`config.mk`:
```
export PLATFORM = sky130hd
export DESIGN_NAME = spi_reg_top
export DESIGN_NICKNAME = d
export VERILOG_FILES = /design/src/source/spi_reg_pkg.sv /design/src/source/spi_reg_top.sv /design/src/source/spi_register_bank.sv /design/src/source/spi_frame_decoder.sv /design/src/source/spi_byte_shifter.sv /design/src/source/spi_pin_sync.sv
export SDC_FILE = /design/constraint.sdc
export NUM_CORES = 1
export LEC_CHECK = 0
export ABC_AREA = 1
export BUFFER_PORTS_ARGS = -buffer_cell sky130_fd_sc_hd__buf_4
export CELL_PAD_IN_SITES_DETAIL_PLACEMENT = 0
export CELL_PAD_IN_SITES_GLOBAL_PLACEMENT = 1
export CORE_MARGIN = 3
export CORE_UTILIZATION = 44
export CTS_CLUSTER_SIZE = 24
export DETAILED_ROUTE_END_ITERATION = 7
export PLACE_DENSITY = 0.75
export SYNTH_ARGS = -nofsm -noshare
export SYNTH_HDL_FRONTEND = slang
export SYNTH_SLANG_ARGS = --single-unit
```
`constraint.sdc`:
```
create_clock -name clk -period 1.7 [get_ports clk]
set_clock_uncertainty 0.1 [all_clocks]
set_input_delay 0.255 -clock clk [delete_from_list [all_inputs] [get_ports clk]]
set_output_delay 0.255 -clock clk [all_outputs]
set_load 0.005 [all_outputs]
```
`src/source/spi_reg_pkg.sv`:
```
`default_nettype none

package spi_reg_pkg;

	// ********************
	// register port sizes
	// ********************

	localparam int reg_count    = 16; // registers in the bank.
	localparam int addr_width   = 4;  // log2 of reg_count.
	localparam int data_width   = 8;  // one spi byte per register.
	localparam int cmd_read_bit = 7;  // set in the command byte for a read.

	// ********************
	// stage payloads
	// ********************

	// pin stage output, all in the clk domain.
	typedef struct packed {
		logic sck_rise; // one cycle per synchronized sck rising edge.
		logic cs_fall;  // frame start.
		logic cs_rise;  // frame end.
		logic mosi;     // aligned with sck_rise.
	} pin_event_t;

	typedef struct packed {
		logic                  valid; // one cycle per completed byte.
		logic [data_width-1:0] data;
	} rx_byte_t;

	// register access request from the decoder.
	typedef struct packed {
		logic                  wr;
		logic                  rd;
		logic [addr_width-1:0] addr;
		logic [data_width-1:0] wdata;
	} reg_req_t;

	typedef struct packed {
		logic                  valid; // read data ready.
		logic [data_width-1:0] rdata;
	} reg_rsp_t;

	// completed write, reported at the top level.
	typedef struct packed {
		logic                  valid;
		logic [addr_width-1:0] addr;
		logic [data_width-1:0] data;
	} wr_event_t;

endpackage

`default_nettype wire
```
`src/source/spi_reg_top.sv`:
```
`timescale 1ns/1ps
`default_nettype none

module spi_reg_top (
	input  logic                   clk,
	input  logic                   rst_n,
	input  logic                   spi_sck,
	input  logic                   spi_mosi,
	input  logic                   spi_cs_n,
	output logic                   spi_miso,
	output spi_reg_pkg::wr_event_t wr_event
);

	spi_reg_pkg::pin_event_t pin_event; // pins into the clk domain.
	spi_reg_pkg::rx_byte_t   rx_byte;   // completed bytes.
	spi_reg_pkg::reg_req_t   reg_req;   // decoder to bank.
	spi_reg_pkg::reg_rsp_t   reg_rsp;   // read data back to the shifter.

	// ********************
	// pipeline
	// ********************

	spi_pin_sync spi_pin_sync_i (
		.clk       (clk),
		.rst_n     (rst_n),
		.spi_sck   (spi_sck),
		.spi_mosi  (spi_mosi),
		.spi_cs_n  (spi_cs_n),
		.pin_event (pin_event)
	);

	spi_byte_shifter spi_byte_shifter_i (
		.clk       (clk),
		.rst_n     (rst_n),
		.pin_event (pin_event),
		.tx_load   (reg_rsp),
		.spi_miso  (spi_miso),
		.rx_byte   (rx_byte)
	);

	spi_frame_decoder spi_frame_decoder_i (
		.clk       (clk),
		.rst_n     (rst_n),
		.pin_event (pin_event),
		.rx_byte   (rx_byte),
		.reg_req   (reg_req)
	);

	spi_register_bank spi_register_bank_i (
		.clk      (clk),
		.rst_n    (rst_n),
		.reg_req  (reg_req),
		.reg_rsp  (reg_rsp),
		.wr_event (wr_event)
	);

endmodule

`default_nettype wire

```
`src/source/spi_register_bank.sv`:
```
`timescale 1ns/1ps
`default_nettype none

module spi_register_bank (
	input  logic                   clk,
	input  logic                   rst_n,
	input  spi_reg_pkg::reg_req_t  reg_req,
	output spi_reg_pkg::reg_rsp_t  reg_rsp,
	output spi_reg_pkg::wr_event_t wr_event
);

	logic [spi_reg_pkg::data_width-1:0] regs [spi_reg_pkg::reg_count]; // the register file.
	logic                               rsp_valid;
	logic [spi_reg_pkg::data_width-1:0] rsp_rdata;
	logic                               ev_valid;
	logic [spi_reg_pkg::addr_width-1:0] ev_addr;
	logic [spi_reg_pkg::data_width-1:0] ev_data;

	// ********************
	// storage
	// ********************

	always_ff @(posedge clk) begin
		if (!rst_n) begin
			for (int i = 0; i < spi_reg_pkg::reg_count; i++) begin
				regs[i] <= '0; // every register resets to zero.
			end
		end else if (reg_req.wr) begin
			regs[reg_req.addr] <= reg_req.wdata;
		end
	end

	// ********************
	// strobes
	// ********************

	// read return and write report, one cycle after the request.
	always_ff @(posedge clk) begin
		if (!rst_n) begin
			rsp_valid <= 1'b0;
			ev_valid  <= 1'b0;
		end else begin
			rsp_valid <= reg_req.rd;
			ev_valid  <= reg_req.wr;
		end
	end

	// payload follows its strobe.
	always_ff @(posedge clk) begin
		if (reg_req.rd) begin
			rsp_rdata <= regs[reg_req.addr];
		end
		if (reg_req.wr) begin
			ev_addr <= reg_req.addr;
			ev_data <= reg_req.wdata;
		end
	end

	assign reg_rsp.valid  = rsp_valid;
	assign reg_rsp.rdata  = rsp_rdata;
	assign wr_event.valid = ev_valid;
	assign wr_event.addr  = ev_addr;
	assign wr_event.data  = ev_data;

endmodule

`default_nettype wire

```
`src/source/spi_frame_decoder.sv`:
```
`timescale 1ns/1ps
`default_nettype none

module spi_frame_decoder (
	input  logic                    clk,
	input  logic                    rst_n,
	input  spi_reg_pkg::pin_event_t pin_event,
	input  spi_reg_pkg::rx_byte_t   rx_byte,
	output spi_reg_pkg::reg_req_t   reg_req
);

	typedef enum logic {
		st_cmd,  // waiting for the command byte.
		st_data  // data bytes until cs# rises.
	} state_t;

	state_t                             state;
	logic                               is_read;   // frame direction.
	logic [spi_reg_pkg::addr_width-1:0] cur_addr;  // address of the current data byte.
	logic [spi_reg_pkg::addr_width-1:0] next_addr;
	logic [spi_reg_pkg::addr_width-1:0] cmd_addr;  // start address field of the command.
	logic                               cmd_read;
	logic                               req_wr;
	logic                               req_rd;
	logic [spi_reg_pkg::addr_width-1:0] req_addr;
	logic [spi_reg_pkg::data_width-1:0] req_wdata;

	assign next_addr = cur_addr + 1'b1;                             // wraps modulo 16.
	assign cmd_addr  = rx_byte.data[spi_reg_pkg::addr_width-1:0];  // bits 6:4 ignored.
	assign cmd_read  = rx_byte.data[spi_reg_pkg::cmd_read_bit];

	// ********************
	// frame FSM
	// ********************

	always_ff @(posedge clk) begin
		if (!rst_n) begin
			state    <= st_cmd;
			is_read  <= 1'b0;
			cur_addr <= '0;
			req_wr   <= 1'b0;
			req_rd   <= 1'b0;
		end else begin
			req_wr <= 1'b0;
			req_rd <= 1'b0;
			if (pin_event.cs_fall || pin_event.cs_rise) begin
				state <= st_cmd; // either edge starts over with a command.
			end else if (rx_byte.valid) begin
				case (state)
					st_cmd: begin
						is_read  <= cmd_read;
						cur_addr <= cmd_addr;
						req_rd   <= cmd_read;  // first read byte fetched at once.
						state    <= st_data;
					end
					st_data: begin
						cur_addr <= next_addr;
						if (is_read) begin
							req_rd <= 1'b1;       // prefetch for the next byte.
						end else begin
							req_wr <= 1'b1;
						end
					end
					default: state <= st_cmd;
				endcase
			end
		end
	end

	// ********************
	// request payload
	// ********************

	always_ff @(posedge clk) begin
		if (rx_byte.valid) begin
			req_wdata <= rx_byte.data;
			if (state == st_cmd) begin
				req_addr <= cmd_addr;
			end else if (is_read) begin
				req_addr <= next_addr; // read ahead of the master.
			end else begin
				req_addr <= cur_addr;  // write lands on the current address.
			end
		end
	end

	assign reg_req.wr    = req_wr;
	assign reg_req.rd    = req_rd;
	assign reg_req.addr  = req_addr;
	assign reg_req.wdata = req_wdata;

endmodule

`default_nettype wire

```
`src/source/spi_byte_shifter.sv`:
```
`timescale 1ns/1ps
`default_nettype none

module spi_byte_shifter (
	input  logic                    clk,
	input  logic                    rst_n,
	input  spi_reg_pkg::pin_event_t pin_event,
	input  spi_reg_pkg::reg_rsp_t   tx_load,
	output logic                    spi_miso,
	output spi_reg_pkg::rx_byte_t   rx_byte
);

	logic [$clog2(spi_reg_pkg::data_width)-1:0] bit_cnt; // bit position in the byte.
	logic [spi_reg_pkg::data_width-1:0]         rx_sr;   // receive shift register.
	logic [spi_reg_pkg::data_width-1:0]         tx_sr;   // transmit shift register.
	logic [spi_reg_pkg::data_width-1:0]         rx_data; // last completed byte.
	logic                                       rx_valid;
	logic                                       last_bit;

	// eighth bit of the current byte.
	assign last_bit = (bit_cnt == ($bits(bit_cnt))'(spi_reg_pkg::data_width - 1));

	// ********************
	// receive side
	// ********************

	always_ff @(posedge clk) begin
		if (!rst_n) begin
			bit_cnt  <= '0;
			rx_sr    <= '0;
			rx_valid <= 1'b0;
		end else begin
			rx_valid <= 1'b0; // strobe.
			if (pin_event.cs_fall) begin
				bit_cnt <= '0;   // new frame, drop any partial byte.
				rx_sr   <= '0;
			end else if (pin_event.sck_rise) begin
				bit_cnt  <= bit_cnt + 1'b1; // wraps after eight bits.
				rx_sr    <= {rx_sr[spi_reg_pkg::data_width-2:0], pin_event.mosi};
				rx_valid <= last_bit;
			end
		end
	end

	// byte capture, msb first.
	always_ff @(posedge clk) begin
		if (pin_event.sck_rise && last_bit) begin
			rx_data <= {rx_sr[spi_reg_pkg::data_width-2:0], pin_event.mosi};
		end
	end

	assign rx_byte.valid = rx_valid;
	assign rx_byte.data  = rx_data;

	// ********************
	// transmit side
	// ********************

	// a load wins over a clear in the same cycle.
	always_ff @(posedge clk) begin
		if (!rst_n) begin
			tx_sr <= '0;
		end else if (tx_load.valid) begin
			tx_sr <= tx_load.rdata;
		end else if (pin_event.cs_fall) begin
			tx_sr <= '0;                                           // zeros during the command byte.
		end else if (pin_event.sck_rise) begin
			tx_sr <= {tx_sr[spi_reg_pkg::data_width-2:0], 1'b0}; // next bit after each rise.
		end
	end

	// msb goes out as soon as the read data arrives, one cycle ahead of the load.
	assign spi_miso = tx_load.valid ? tx_load.rdata[spi_reg_pkg::data_width-1]
		: tx_sr[spi_reg_pkg::data_width-1];

endmodule

`default_nettype wire

```
`src/source/spi_pin_sync.sv`:
```
`timescale 1ns/1ps
`default_nettype none

module spi_pin_sync (
	input  logic                   clk,
	input  logic                   rst_n,
	input  logic                   spi_sck,
	input  logic                   spi_mosi,
	input  logic                   spi_cs_n,
	output spi_reg_pkg::pin_event_t pin_event
);

	// ********************
	// synchronizers
	// ********************

	logic [2:0] sck_sync;  // bit 0 is the first flop.
	logic [2:0] mosi_sync;
	logic [2:0] cs_n_sync;
	logic       sck_prev;  // one more copy of sck for edge detection.
	logic       cs_n_prev; // same for cs#.

	always_ff @(posedge clk) begin
		if (!rst_n) begin
			sck_sync  <= '0;
			mosi_sync <= '0;
			cs_n_sync <= '1;   // deselected, no false cs_fall out of reset.
			sck_prev  <= 1'b0;
			cs_n_prev <= 1'b1;
		end else begin
			sck_sync  <= {sck_sync[1:0], spi_sck};
			mosi_sync <= {mosi_sync[1:0], spi_mosi};
			cs_n_sync <= {cs_n_sync[1:0], spi_cs_n};
			sck_prev  <= sck_sync[2];
			cs_n_prev <= cs_n_sync[2];
		end
	end

	// ********************
	// edge flops
	// ********************

	// events are registered, so a pin edge shows up four cycles later.
	// mosi goes through the same depth and lines up with sck_rise.
	always_ff @(posedge clk) begin
		if (!rst_n) begin
			pin_event <= '0;
		end else begin
			pin_event.sck_rise <= sck_sync[2] & ~sck_prev;
			pin_event.cs_fall  <= cs_n_prev & ~cs_n_sync[2];  // select.
			pin_event.cs_rise  <= ~cs_n_prev & cs_n_sync[2];  // deselect.
			pin_event.mosi     <= mosi_sync[2];
		end
	end

endmodule

`default_nettype wire

```
# Word-level counts from Yosys, hierarchy flattened

Memories as Yosys holds them, arrays and structs flattened. A register that Yosys moved wholly into a read port is not among the register bits.
Cells that the tools add are included.

Add/sub/neg operators: 2
Eq/ne operators: 1
Muxes and demuxes: 17
Bitwise logic cells: 11
Reduce and logical (&&, ||, !) cells: 11

Operators by type and width:

| kind                                                           | number |
|---|---|
| 8-bit two-way mux                                              | 4 |
| 4-bit two-way mux                                              | 3 |
| 1-bit two-way mux                                              | 8 |
| 1-bit inverter                                                 | 8 |
| 4-bit one-hot mux with 2 select lines                          | 1 |
| 8-bit OR reduction                                             | 1 |
| 3-bit OR reduction                                             | 2 |
| 4-bit by 1-bit adder with 4-bit output (second input constant) | 1 |
| 2-bit OR reduction                                             | 2 |
| 4-bit OR reduction                                             | 1 |
| 3-bit by 1-bit adder with 3-bit output (second input constant) | 1 |
| 1-bit AND                                                      | 3 |
| 3-bit == test (second input constant)                          | 1 |
| 3-bit AND reduction                                            | 1 |
| 3-bit nonzero test                                             | 1 |
| 1-bit one-hot mux with 2 select lines                          | 1 |
| 2-bit AND reduction                                            | 1 |
| 1-bit logical AND                                              | 1 |
| 1-bit logical OR                                               | 1 |

Register bits after elaboration: 76
RAM bits: 128
Bits of input ports: 5
Output and inout port bits: 14
Word-level logic and storage cells: 68
Memories: 1

Memories:

| name                     | depth | bits a word | read ports | clocked after Yosys merged registers in | wr ports | RTL line                | text |
|---|---|---|---|---|---|---|---|
| spi_register_bank_i.regs | 16    | 8           | 1          | 1                                       | 16       | spi_register_bank.sv:12 | `logic [spi_reg_pkg::data_width-1:0] regs [spi_reg_pkg::reg_count];` |

# Depth between registers and ports, before layout

Gate-level depths: netlist of run 1.

Depth after elaboration: 5
Mapped depth: 11
Gate-level depth less buffers: 9

# Modules after synthesis

From an unflattened synthesis of run 1, not the netlist that was laid out.

Cells, all modules: 985
Area total of the unflattened synthesis: 9120.0 µm²

By module, submodules not included:

| module            | instances | cells an instance | area an instance (µm²) |
|---|---|---|---|
| spi_register_bank | 1         | 732               | 6729.0 |
| spi_byte_shifter  | 1         | 125               | 1113.6 |
| spi_frame_decoder | 1         | 84                | 860.8 |
| spi_pin_sync      | 1         | 44                | 416.6 |

# Least setup slack after synthesis of run 1

No wires, ideal clock.

Path kind: reg-to-reg
From: register spi_frame_decoder_i.req_wr
To: memory spi_register_bank_i.regs[0][0] in the netlist's numbering (enable)
Arrival: 1.430 ns
Path slack: -0.159 ns
Cell stages (with the launch flop): 5
Buffers on the path: 0
Clock period less this slack: 1.859 ns
Cells stage by stage: dfxtp_1 nand2_1 nor3_2 nand2_1 nand2_1

RTL lines:

| item                   | RTL line                | text |
|---|---|---|
| start, declared        | spi_frame_decoder.sv:23 | `logic req_wr;` |
| start signal, assigned | spi_frame_decoder.sv:41 | `req_wr <= 1'b0;` |
| start signal, assigned | spi_frame_decoder.sv:44 | `req_wr <= 1'b0;` |
| start signal, assigned | spi_frame_decoder.sv:61 | `req_wr <= 1'b1;` |
| end, declared          | spi_register_bank.sv:12 |  |

==> results.cfg, run 1 <==
[layout]
layout.cells.most_common_list = sky130_fd_sc_hd__nand2_1, sky130_fd_sc_hd__edfxtp_1, sky130_fd_sc_hd__nor2_1
area_grow_syn2layout_pct = 23.42
post_route_non_filler_standard_cell_count = 1315
final_nets = 1043
layout_commonest_cell = sky130_fd_sc_hd__nand2_1
postLayoutCoreUtil_pct = 55.80
antenna_cells = 0
post_route_cells_drive_above_1_share_pct = 19.52
n_fill_cell = 1809

[critical_path]
timing.setup.critical_path_class = register to register
cp_cell_sequence = inv_4 -> buf_12 -> nor3_4 -> nand2_2 -> nand2_2 -> buf_6
critical_path.startpoint_type = register
arrival_ns = 1.87
rr_startpoint = spi_frame_decoder_i.req_addr[0]
cp_data_required_time_ns = 1.81
worst-path-max-fanout = 4
cp_slowest_cell = sky130_fd_sc_hd__edfxtp_1
critical_path.startpoint = spi_frame_decoder_i.req_addr[0]
path_buf_inv = 3
crit_family = flip-flops
crit_path_end_kind = register
path_common_cell = sky130_fd_sc_hd__nand2_2
timing.critical_path.slowest_cell_delay_ns = 0.50

[timing]
setup_viol = 46
slew-limit-headroom_pct = 58.21
rsz0062_at_grt = yes
finalCriticalPeriod_ns = 1.757
hold_violations = 0
timing.final.max_slew_violations = 0
layout_worst_path_cycle_share_pct = 103.3
max_slew.worst_pin.slew_ns = 0.6268
final.setup.worst_slack_ns = -0.05658
fmax_mhz = 569.3

[synth]
post_synth_inst_count = 953
post_synth_main_area_contributors = sky130_fd_sc_hd__edfxtp_1, sky130_fd_sc_hd__nand2_1, sky130_fd_sc_hd__dfxtp_1
netlist_area_um2 = 8886
average_cell_area_after_synthesis_um2 = 9.324
synth_largest_area_cell = sky130_fd_sc_hd__edfxtp_1
synth-seq-cells = 212
yosys_warning_total = 0
yosysUniqueCellTypes = 22
netlist.area_leader.share_pct = 56.77
synth.yosys.seq_area_share_pct = 66.69
synth.net_count = 961

[die]
initial_utilization_pct = 45.21
chipHeight_um = 148.1
ios = 19
coreArea_um2 = 19650
floorplan.rows = 51
design.die.area_um2 = 21940
die_w_um = 148.1

[placed_design]
hpwl_mm = 13.92
numPlacedInstances = 1264
gp_congestion = 0.8776
portBuffers = 18

[flow_run]
max_cap_viol_count = 0

[clock_network]
clockBufferDepth = 3
htreeDepth = 1
tritoncts = yes
numCtsBuffers = 22
cts.clk_slew.worst_paths_ns = 0.06
clock-sinks = 212
ctsRootBufferMaster = sky130_fd_sc_hd__clkbuf_16
clock_latency_ns = 0.50

[drt]
total_wire_length_mm = 21.49
detail_route.iter0.violations = 547
avgRoutedWirePerCell_um = 16.34
drt-pass1-iter-count = 5
post_drt_via_cell_ratio = 4.854
via_count = 6383
antenna_violating_nets_post_route = 0
drc_errors = 0

[grt]
first_global_vias = 6130
grt_pass1_wl_mm = 33.05
met2_usage_pct = 33.09
grt.met1_usage_pct = 26.52
initial_antenna_violation_count = 0
grt_start_max_net_pins = 39
grt-ovfl-total = 0
busiest_layer = met2
grt_util_all_layers_pct = 19.37
globalRouteMet3Util_pct = 2.407

[hold_path]
min-delay-path-class = primary input to register
hold_path_startpoint = rst_n

[status]
run_status = complete, but fails checks
violated_checks = negative setup slack

[pwr]
power_density_nw_per_um2 = 979.9
design_power_total_mw = 10.75
power.static_leakage_nw = 4.842
ir_drop_mv = 0.9673
-- cell usage after synthesis --
cell / count
sky130_fd_sc_hd__clkinv_1: 1
sky130_fd_sc_hd__inv_1: 53
sky130_fd_sc_hd__nand2_1: 434
sky130_fd_sc_hd__clkbuf_1: 21
sky130_fd_sc_hd__a21oi_1: 23
sky130_fd_sc_hd__buf_1: 6
sky130_fd_sc_hd__o211ai_1: 3
sky130_fd_sc_hd__ha_1: 3
sky130_fd_sc_hd__buf_4: 1
sky130_fd_sc_hd__nor3_1: 2
sky130_fd_sc_hd__edfxtp_1: 168
sky130_fd_sc_hd__nor2_1: 145
sky130_fd_sc_hd__xor2_1: 2
sky130_fd_sc_hd__xnor2_1: 1
sky130_fd_sc_hd__dfxtp_1: 44
sky130_fd_sc_hd__buf_2: 15
sky130_fd_sc_hd__or2_2: 3
sky130_fd_sc_hd__nor3_2: 4
sky130_fd_sc_hd__a22oi_1: 5
sky130_fd_sc_hd__nand3_1: 5
sky130_fd_sc_hd__o21ai_0: 12
sky130_fd_sc_hd__inv_2: 2
-- sequential cells by signal, indices dropped and copies added, names as in the netlist, 7 cells and up --
register	cells
spi_byte_shifter_i.rx_sr	7
spi_register_bank_i.rsp_rdata	8
spi_byte_shifter_i.tx_sr	8
spi_byte_shifter_i.rx_data	8
spi_register_bank_i.ev_data	8
spi_register_bank_i.regs	128
spi_frame_decoder_i.req_wdata	8
-- cell families after synthesis --
group | after synthesis | synth area share, %
buffers and inverters | 99 | 4.435
adder cells (fa/ha/maj) | 3 | 0.4225
AND/OR/NAND/NOR | 593 | 25.51
XOR/XNOR | 3 | 0.2957
AO/OA/AOI/OAI | 43 | 2.647
flip-flops | 212 | 66.69
-- worst reg2reg max path: stages (launching register included) --
cell	delay, ns
sky130_fd_sc_hd__edfxtp_1	0.50
sky130_fd_sc_hd__inv_4	0.10
sky130_fd_sc_hd__buf_12	0.15
sky130_fd_sc_hd__nor3_4	0.26
sky130_fd_sc_hd__nand2_2	0.14
sky130_fd_sc_hd__nand2_2	0.11
sky130_fd_sc_hd__buf_6	0.13
-- stage by stage --
| stage | setup WS [ns] | hold WS (ns) | TNS (ns) | instance area (µm²) |
|---|---|---|---|---|
| CTS | -0.02833 | 0.2106 | -0.5204 | 10690 |
| finish | -0.05658 | 0.2622 | -1.509 | 10970 |
| global route | -0.1196 | 0.2755 | -5.691 | 10970 |
| floorplan | -0.04573 | 0.2526 | -1.727 | 8897 |
| global placement | -0.1994 | 0.2729 | -9.082 | 9851 |
| detailed placement | -0.2642 | 0.2832 | -14.81 | 9851 |
-- repair_timing --
| action | in CTS | in global routing |
|---|---|---|
| buffers inserted | 5 | 4 |
| setup endpoints to repair | 163 | 139 |
| hold buffers | 4 | 0 |
| pin swaps | 2 | 15 |
| endpoints found under the hold margin | 4 | 0 |
| cloned | 0 | 3 |
| resized for setup | 9 | 84 |
-- final timing paths --
| kind | depth (start not counted) | to | slack (ns) |
|---|---|---|---|
| min reg2reg | 1 | spi_pin_sync_i.pin_event[3] | 0.28 |
| max reg2reg | 6 | spi_register_bank_i.regs[9][5] | -0.06 |
| max | 6 | spi_register_bank_i.regs[9][5] | -0.06 |
| min | 3 | spi_pin_sync_i.cs_n_prev | 0.26 |
-- power by group --
part           switching [mW]  internal [mW]
sequential             0.0407           5.68
clock                    1.92           2.84
combinational           0.161          0.104
total                    2.12           8.63
-- metal layers --
metal  share of wire (%)  routed length, µm
met2                  49              10600
met3                 5.0               1069
met1                  43               9344
met4                 2.2                479
met5                   0                  0
-- layout make-up --
type	count	area [µm²]	share of cell area (%)
clock buffer	30	611.8	5.579
clock inverter	9	112.6	1.027
timing repair buffer	101	963.4	8.785
sequential	212	5928	54.06
tap	265	331.6	3.023
multi-input combinational	642	2803	25.56
inverter	56	216.5	1.974
Power figures use the tool's default switching activity.
==> run 2: changes to the inputs <==
--- a/config.mk
+++ b/config.mk
@@ -5,15 +5,14 @@
 export SDC_FILE = /design/constraint.sdc
 export NUM_CORES = 1
 export LEC_CHECK = 0
-export ABC_AREA = 1
 export BUFFER_PORTS_ARGS = -buffer_cell sky130_fd_sc_hd__buf_4
 export CELL_PAD_IN_SITES_DETAIL_PLACEMENT = 0
 export CELL_PAD_IN_SITES_GLOBAL_PLACEMENT = 1
 export CORE_MARGIN = 3
-export CORE_UTILIZATION = 44
+export CORE_UTILIZATION = 48
 export CTS_CLUSTER_SIZE = 24
 export DETAILED_ROUTE_END_ITERATION = 7
-export PLACE_DENSITY = 0.75
+export PLACE_DENSITY = 0.76
 export SYNTH_ARGS = -nofsm -noshare
 export SYNTH_HDL_FRONTEND = slang
 export SYNTH_SLANG_ARGS = --single-unit
==> results.cfg, run 2 <==
[synth]
synth.most_common_cell = sky130_fd_sc_hd__edfxtp_1
synth_largest_area_cell = sky130_fd_sc_hd__edfxtp_1
postSynth.asyncResetShare_pct = 0
ys.flop_type = sky130_fd_sc_hd__edfxtp_1
post_synth_inst_count = 594
synth.yosys.seq_area_share_pct = 67.44
netlist_area_um2 = 8787
average_cell_area_after_synthesis_um2 = 14.79
ys_top_cells_by_count = sky130_fd_sc_hd__edfxtp_1, sky130_fd_sc_hd__and2_1, sky130_fd_sc_hd__dfxtp_1
post_synth_main_area_contributors = sky130_fd_sc_hd__edfxtp_1, sky130_fd_sc_hd__dfxtp_1, sky130_fd_sc_hd__and2_1
netlist.area_leader.share_pct = 57.41
synth-edff-count = 168
synth-seq-cells = 212
yosysUniqueCellTypes = 36
synth.net_count = 602
yosys_warning_total = 0

[critical_path]
worst-path-max-fanout = 8
path_common_cell = sky130_fd_sc_hd__buf_6
timing.setup.critical_path_class = register to register
crit_path_end_kind = register
r2r_setup_slack_ns = -0.20
critical_path.startpoint_type = register
cp_slowest_cell = sky130_fd_sc_hd__edfxtp_1
worst-r2r-cell-count = 7
timing.critical_path.slowest_cell_delay_ns = 0.44
path_buf_inv = 4
arrival_ns = 2.01
cp_data_required_time_ns = 1.81
crit_family = buffers and inverters
timing.rr.end = spi_register_bank_i.regs[12][3]
rr_startpoint = spi_frame_decoder_i.req_addr[0]
cp_cell_sequence = buf_6 -> buf_16 -> nor2b_4 -> nand3_4 -> buf_12 -> o21ai_4 -> buf_6

[die]
floorplan.rows = 48
die_w_um = 141.3
initial_utilization_pct = 49.94
chipHeight_um = 141.3
ios = 19
coreArea_um2 = 17600
design.die.area_um2 = 19970

[grt]
grt_pass1_wl_mm = 31.71
initial_antenna_violation_count = 1
first_global_vias = 5179
grt_util_all_layers_pct = 21.17
grt_start_max_net_pins = 24
grt-ovfl-total = 0

[layout]
registers.top_by_ff_count = spi_register_bank_i.regs
post_route_cells_drive_above_1_share_pct = 34.55
largest_reg_flops = 128
layout.cells.most_common_list = sky130_fd_sc_hd__edfxtp_1, sky130_fd_sc_hd__and2_1, sky130_fd_sc_hd__buf_4
final_nets = 678
antenna_cells = 0
layout_commonest_cell = sky130_fd_sc_hd__edfxtp_1
area_grow_syn2layout_pct = 25.97
final_design_area_no_fill_um2 = 11070

[placed_design]
placedInstanceArea_um2 = 9609
hpwl_mm = 13.17
portBuffers = 18
gp_congestion = 0.8517

[drt]
drc_errors = 0
antenna_violating_nets_post_route = 0
drt-pass1-iter-count = 5
via_count = 5080
post_drt_via_cell_ratio = 5.576
total_wire_length_mm = 20.60
detail_route.iter0.violations = 552
avgRoutedWirePerCell_um = 22.61

[clock_network]
clock_latency_ns = 0.50
ctsRootBufferMaster = sky130_fd_sc_hd__clkbuf_16
clockBufferDepth = 3
htreeDepth = 1
clock-sinks = 212
cts.clk_slew.worst_paths_ns = 0.06
tritoncts = yes
numCtsBuffers = 23

[status]
violated_checks = negative setup slack
run_status = complete, but fails checks

[timing]
final.setup.worst_slack_ns = -0.2037
fmax_mhz = 525.3
hold_violations = 0
finalCriticalPeriod_ns = 1.904
slew-limit-headroom_pct = 61.06
max_slew.worst_pin.slew_ns = 0.5832
rsz0062_at_grt = yes
timing.setup.tns_ns = -15.59
timing.final.max_slew_violations = 0
layout_worst_path_cycle_share_pct = 112.0
setup_viol = 166

[hold_path]
hold-path-endpoint = spi_pin_sync_i.cs_n_sync[2]
hold_path_startpoint = rst_n
worstHoldPathCells = 3
min-delay-path-class = primary input to register

[flow_run]
max_cap_viol_count = 0

[pwr]
power_density_nw_per_um2 = 1008
power.static_leakage_nw = 4.076
ir_drop_mv = 0.8551
run 2: report_power, final:
part	internal, mW	switching (mW)
sequential	5.68	0.0525
clock	3.23	1.95
combinational	0.115	0.135
run 2: logic make-up (layout without fill, tap and decap cells):
family                     count (synthesis)  after routing  share of synthesized area [%]
AOI/OAI and AO/OA                         53             53                          3.901
xor gates and xnor gates                   4              4                         0.3988
adders and majority gates                  3              3                         0.4272
buffers and inverters                     40            132                          2.093
DFF                                      212            212                          67.44
muxes                                     51             51                          10.75
and+or+nand+nor                          231            231                          14.99
run 2: worst max-delay path by stage:
stage	startpoint	to	slack [ns]	cells after the start
2_1_floorplan	spi_frame_decoder_i.req_addr[0]	spi_register_bank_i.regs[10][0]	-0.10	4
5_1_grt	spi_frame_decoder_i.req_addr[0]	spi_register_bank_i.rsp_rdata[7]	-0.26	5
3_3_place_gp	spi_frame_decoder_i.req_addr[0]	spi_register_bank_i.rsp_rdata[7]	-0.19	5
6_report	spi_frame_decoder_i.req_addr[0]	spi_register_bank_i.regs[12][3]	-0.20	7
3_5_place_dp	spi_frame_decoder_i.req_addr[0]	spi_register_bank_i.rsp_rdata[6]	-0.22	5
4_1_cts	spi_frame_decoder_i.req_addr[0]	spi_register_bank_i.rsp_rdata[7]	-0.18	5
run 2: tightest hold or removal path: cells and delay by family:
kind | cells | cell delay [ns]
AND/OR/NAND/NOR | 1 | 0.07
buffers and inverters | 2 | 0.31
run 2: layout make-up:
cell class                      instances  area (µm²)
Timing Repair Buffer                   85       937.1
Multi-Input combinational cell        342        3115
Inverter                                6       22.52
Tap cell                              225       281.5
Clock inverter                         14       191.4
Fill cell                            1266        6528
Clock buffer                           27       590.6
Sequential cell                       212        5931
run 2: stage by stage:
step                setup slack, ns  utilization, %  power (mW)  std cells  hold slack [ns]
floorplan                   -0.1026               -       5.933        594           0.2565
global placement            -0.1863           54.61       6.041        859           0.2728
detailed placement          -0.2158           54.61       6.050        859           0.2720
CTS                         -0.1801           61.38       11.21        911          0.05755
global route                -0.2612           62.91       11.47        911          0.08085
finish                      -0.2037           62.91       11.16        911          0.06952
run 2: repair_timing:
| action | 4_1_cts | 5_1_grt |
|---|---|---|
| buffers inserted | 6 | 0 |
| gates cloned | 3 | 0 |
| gates resized for setup | 71 | 71 |
| endpoints found under the hold margin | 3 | 0 |
| hold buffers | 3 | 0 |
| endpoints found under the setup margin | 209 | 242 |
| pin swaps | 13 | 6 |
run 2: layer usage:
metal | share of wire, % | track usage (%)
met2 | 48 | 33.76
met4 | 3.6 | 7.088
met5 | 0 | 0
met1 | 43 | 30.20
met3 | 5.2 | 3.134
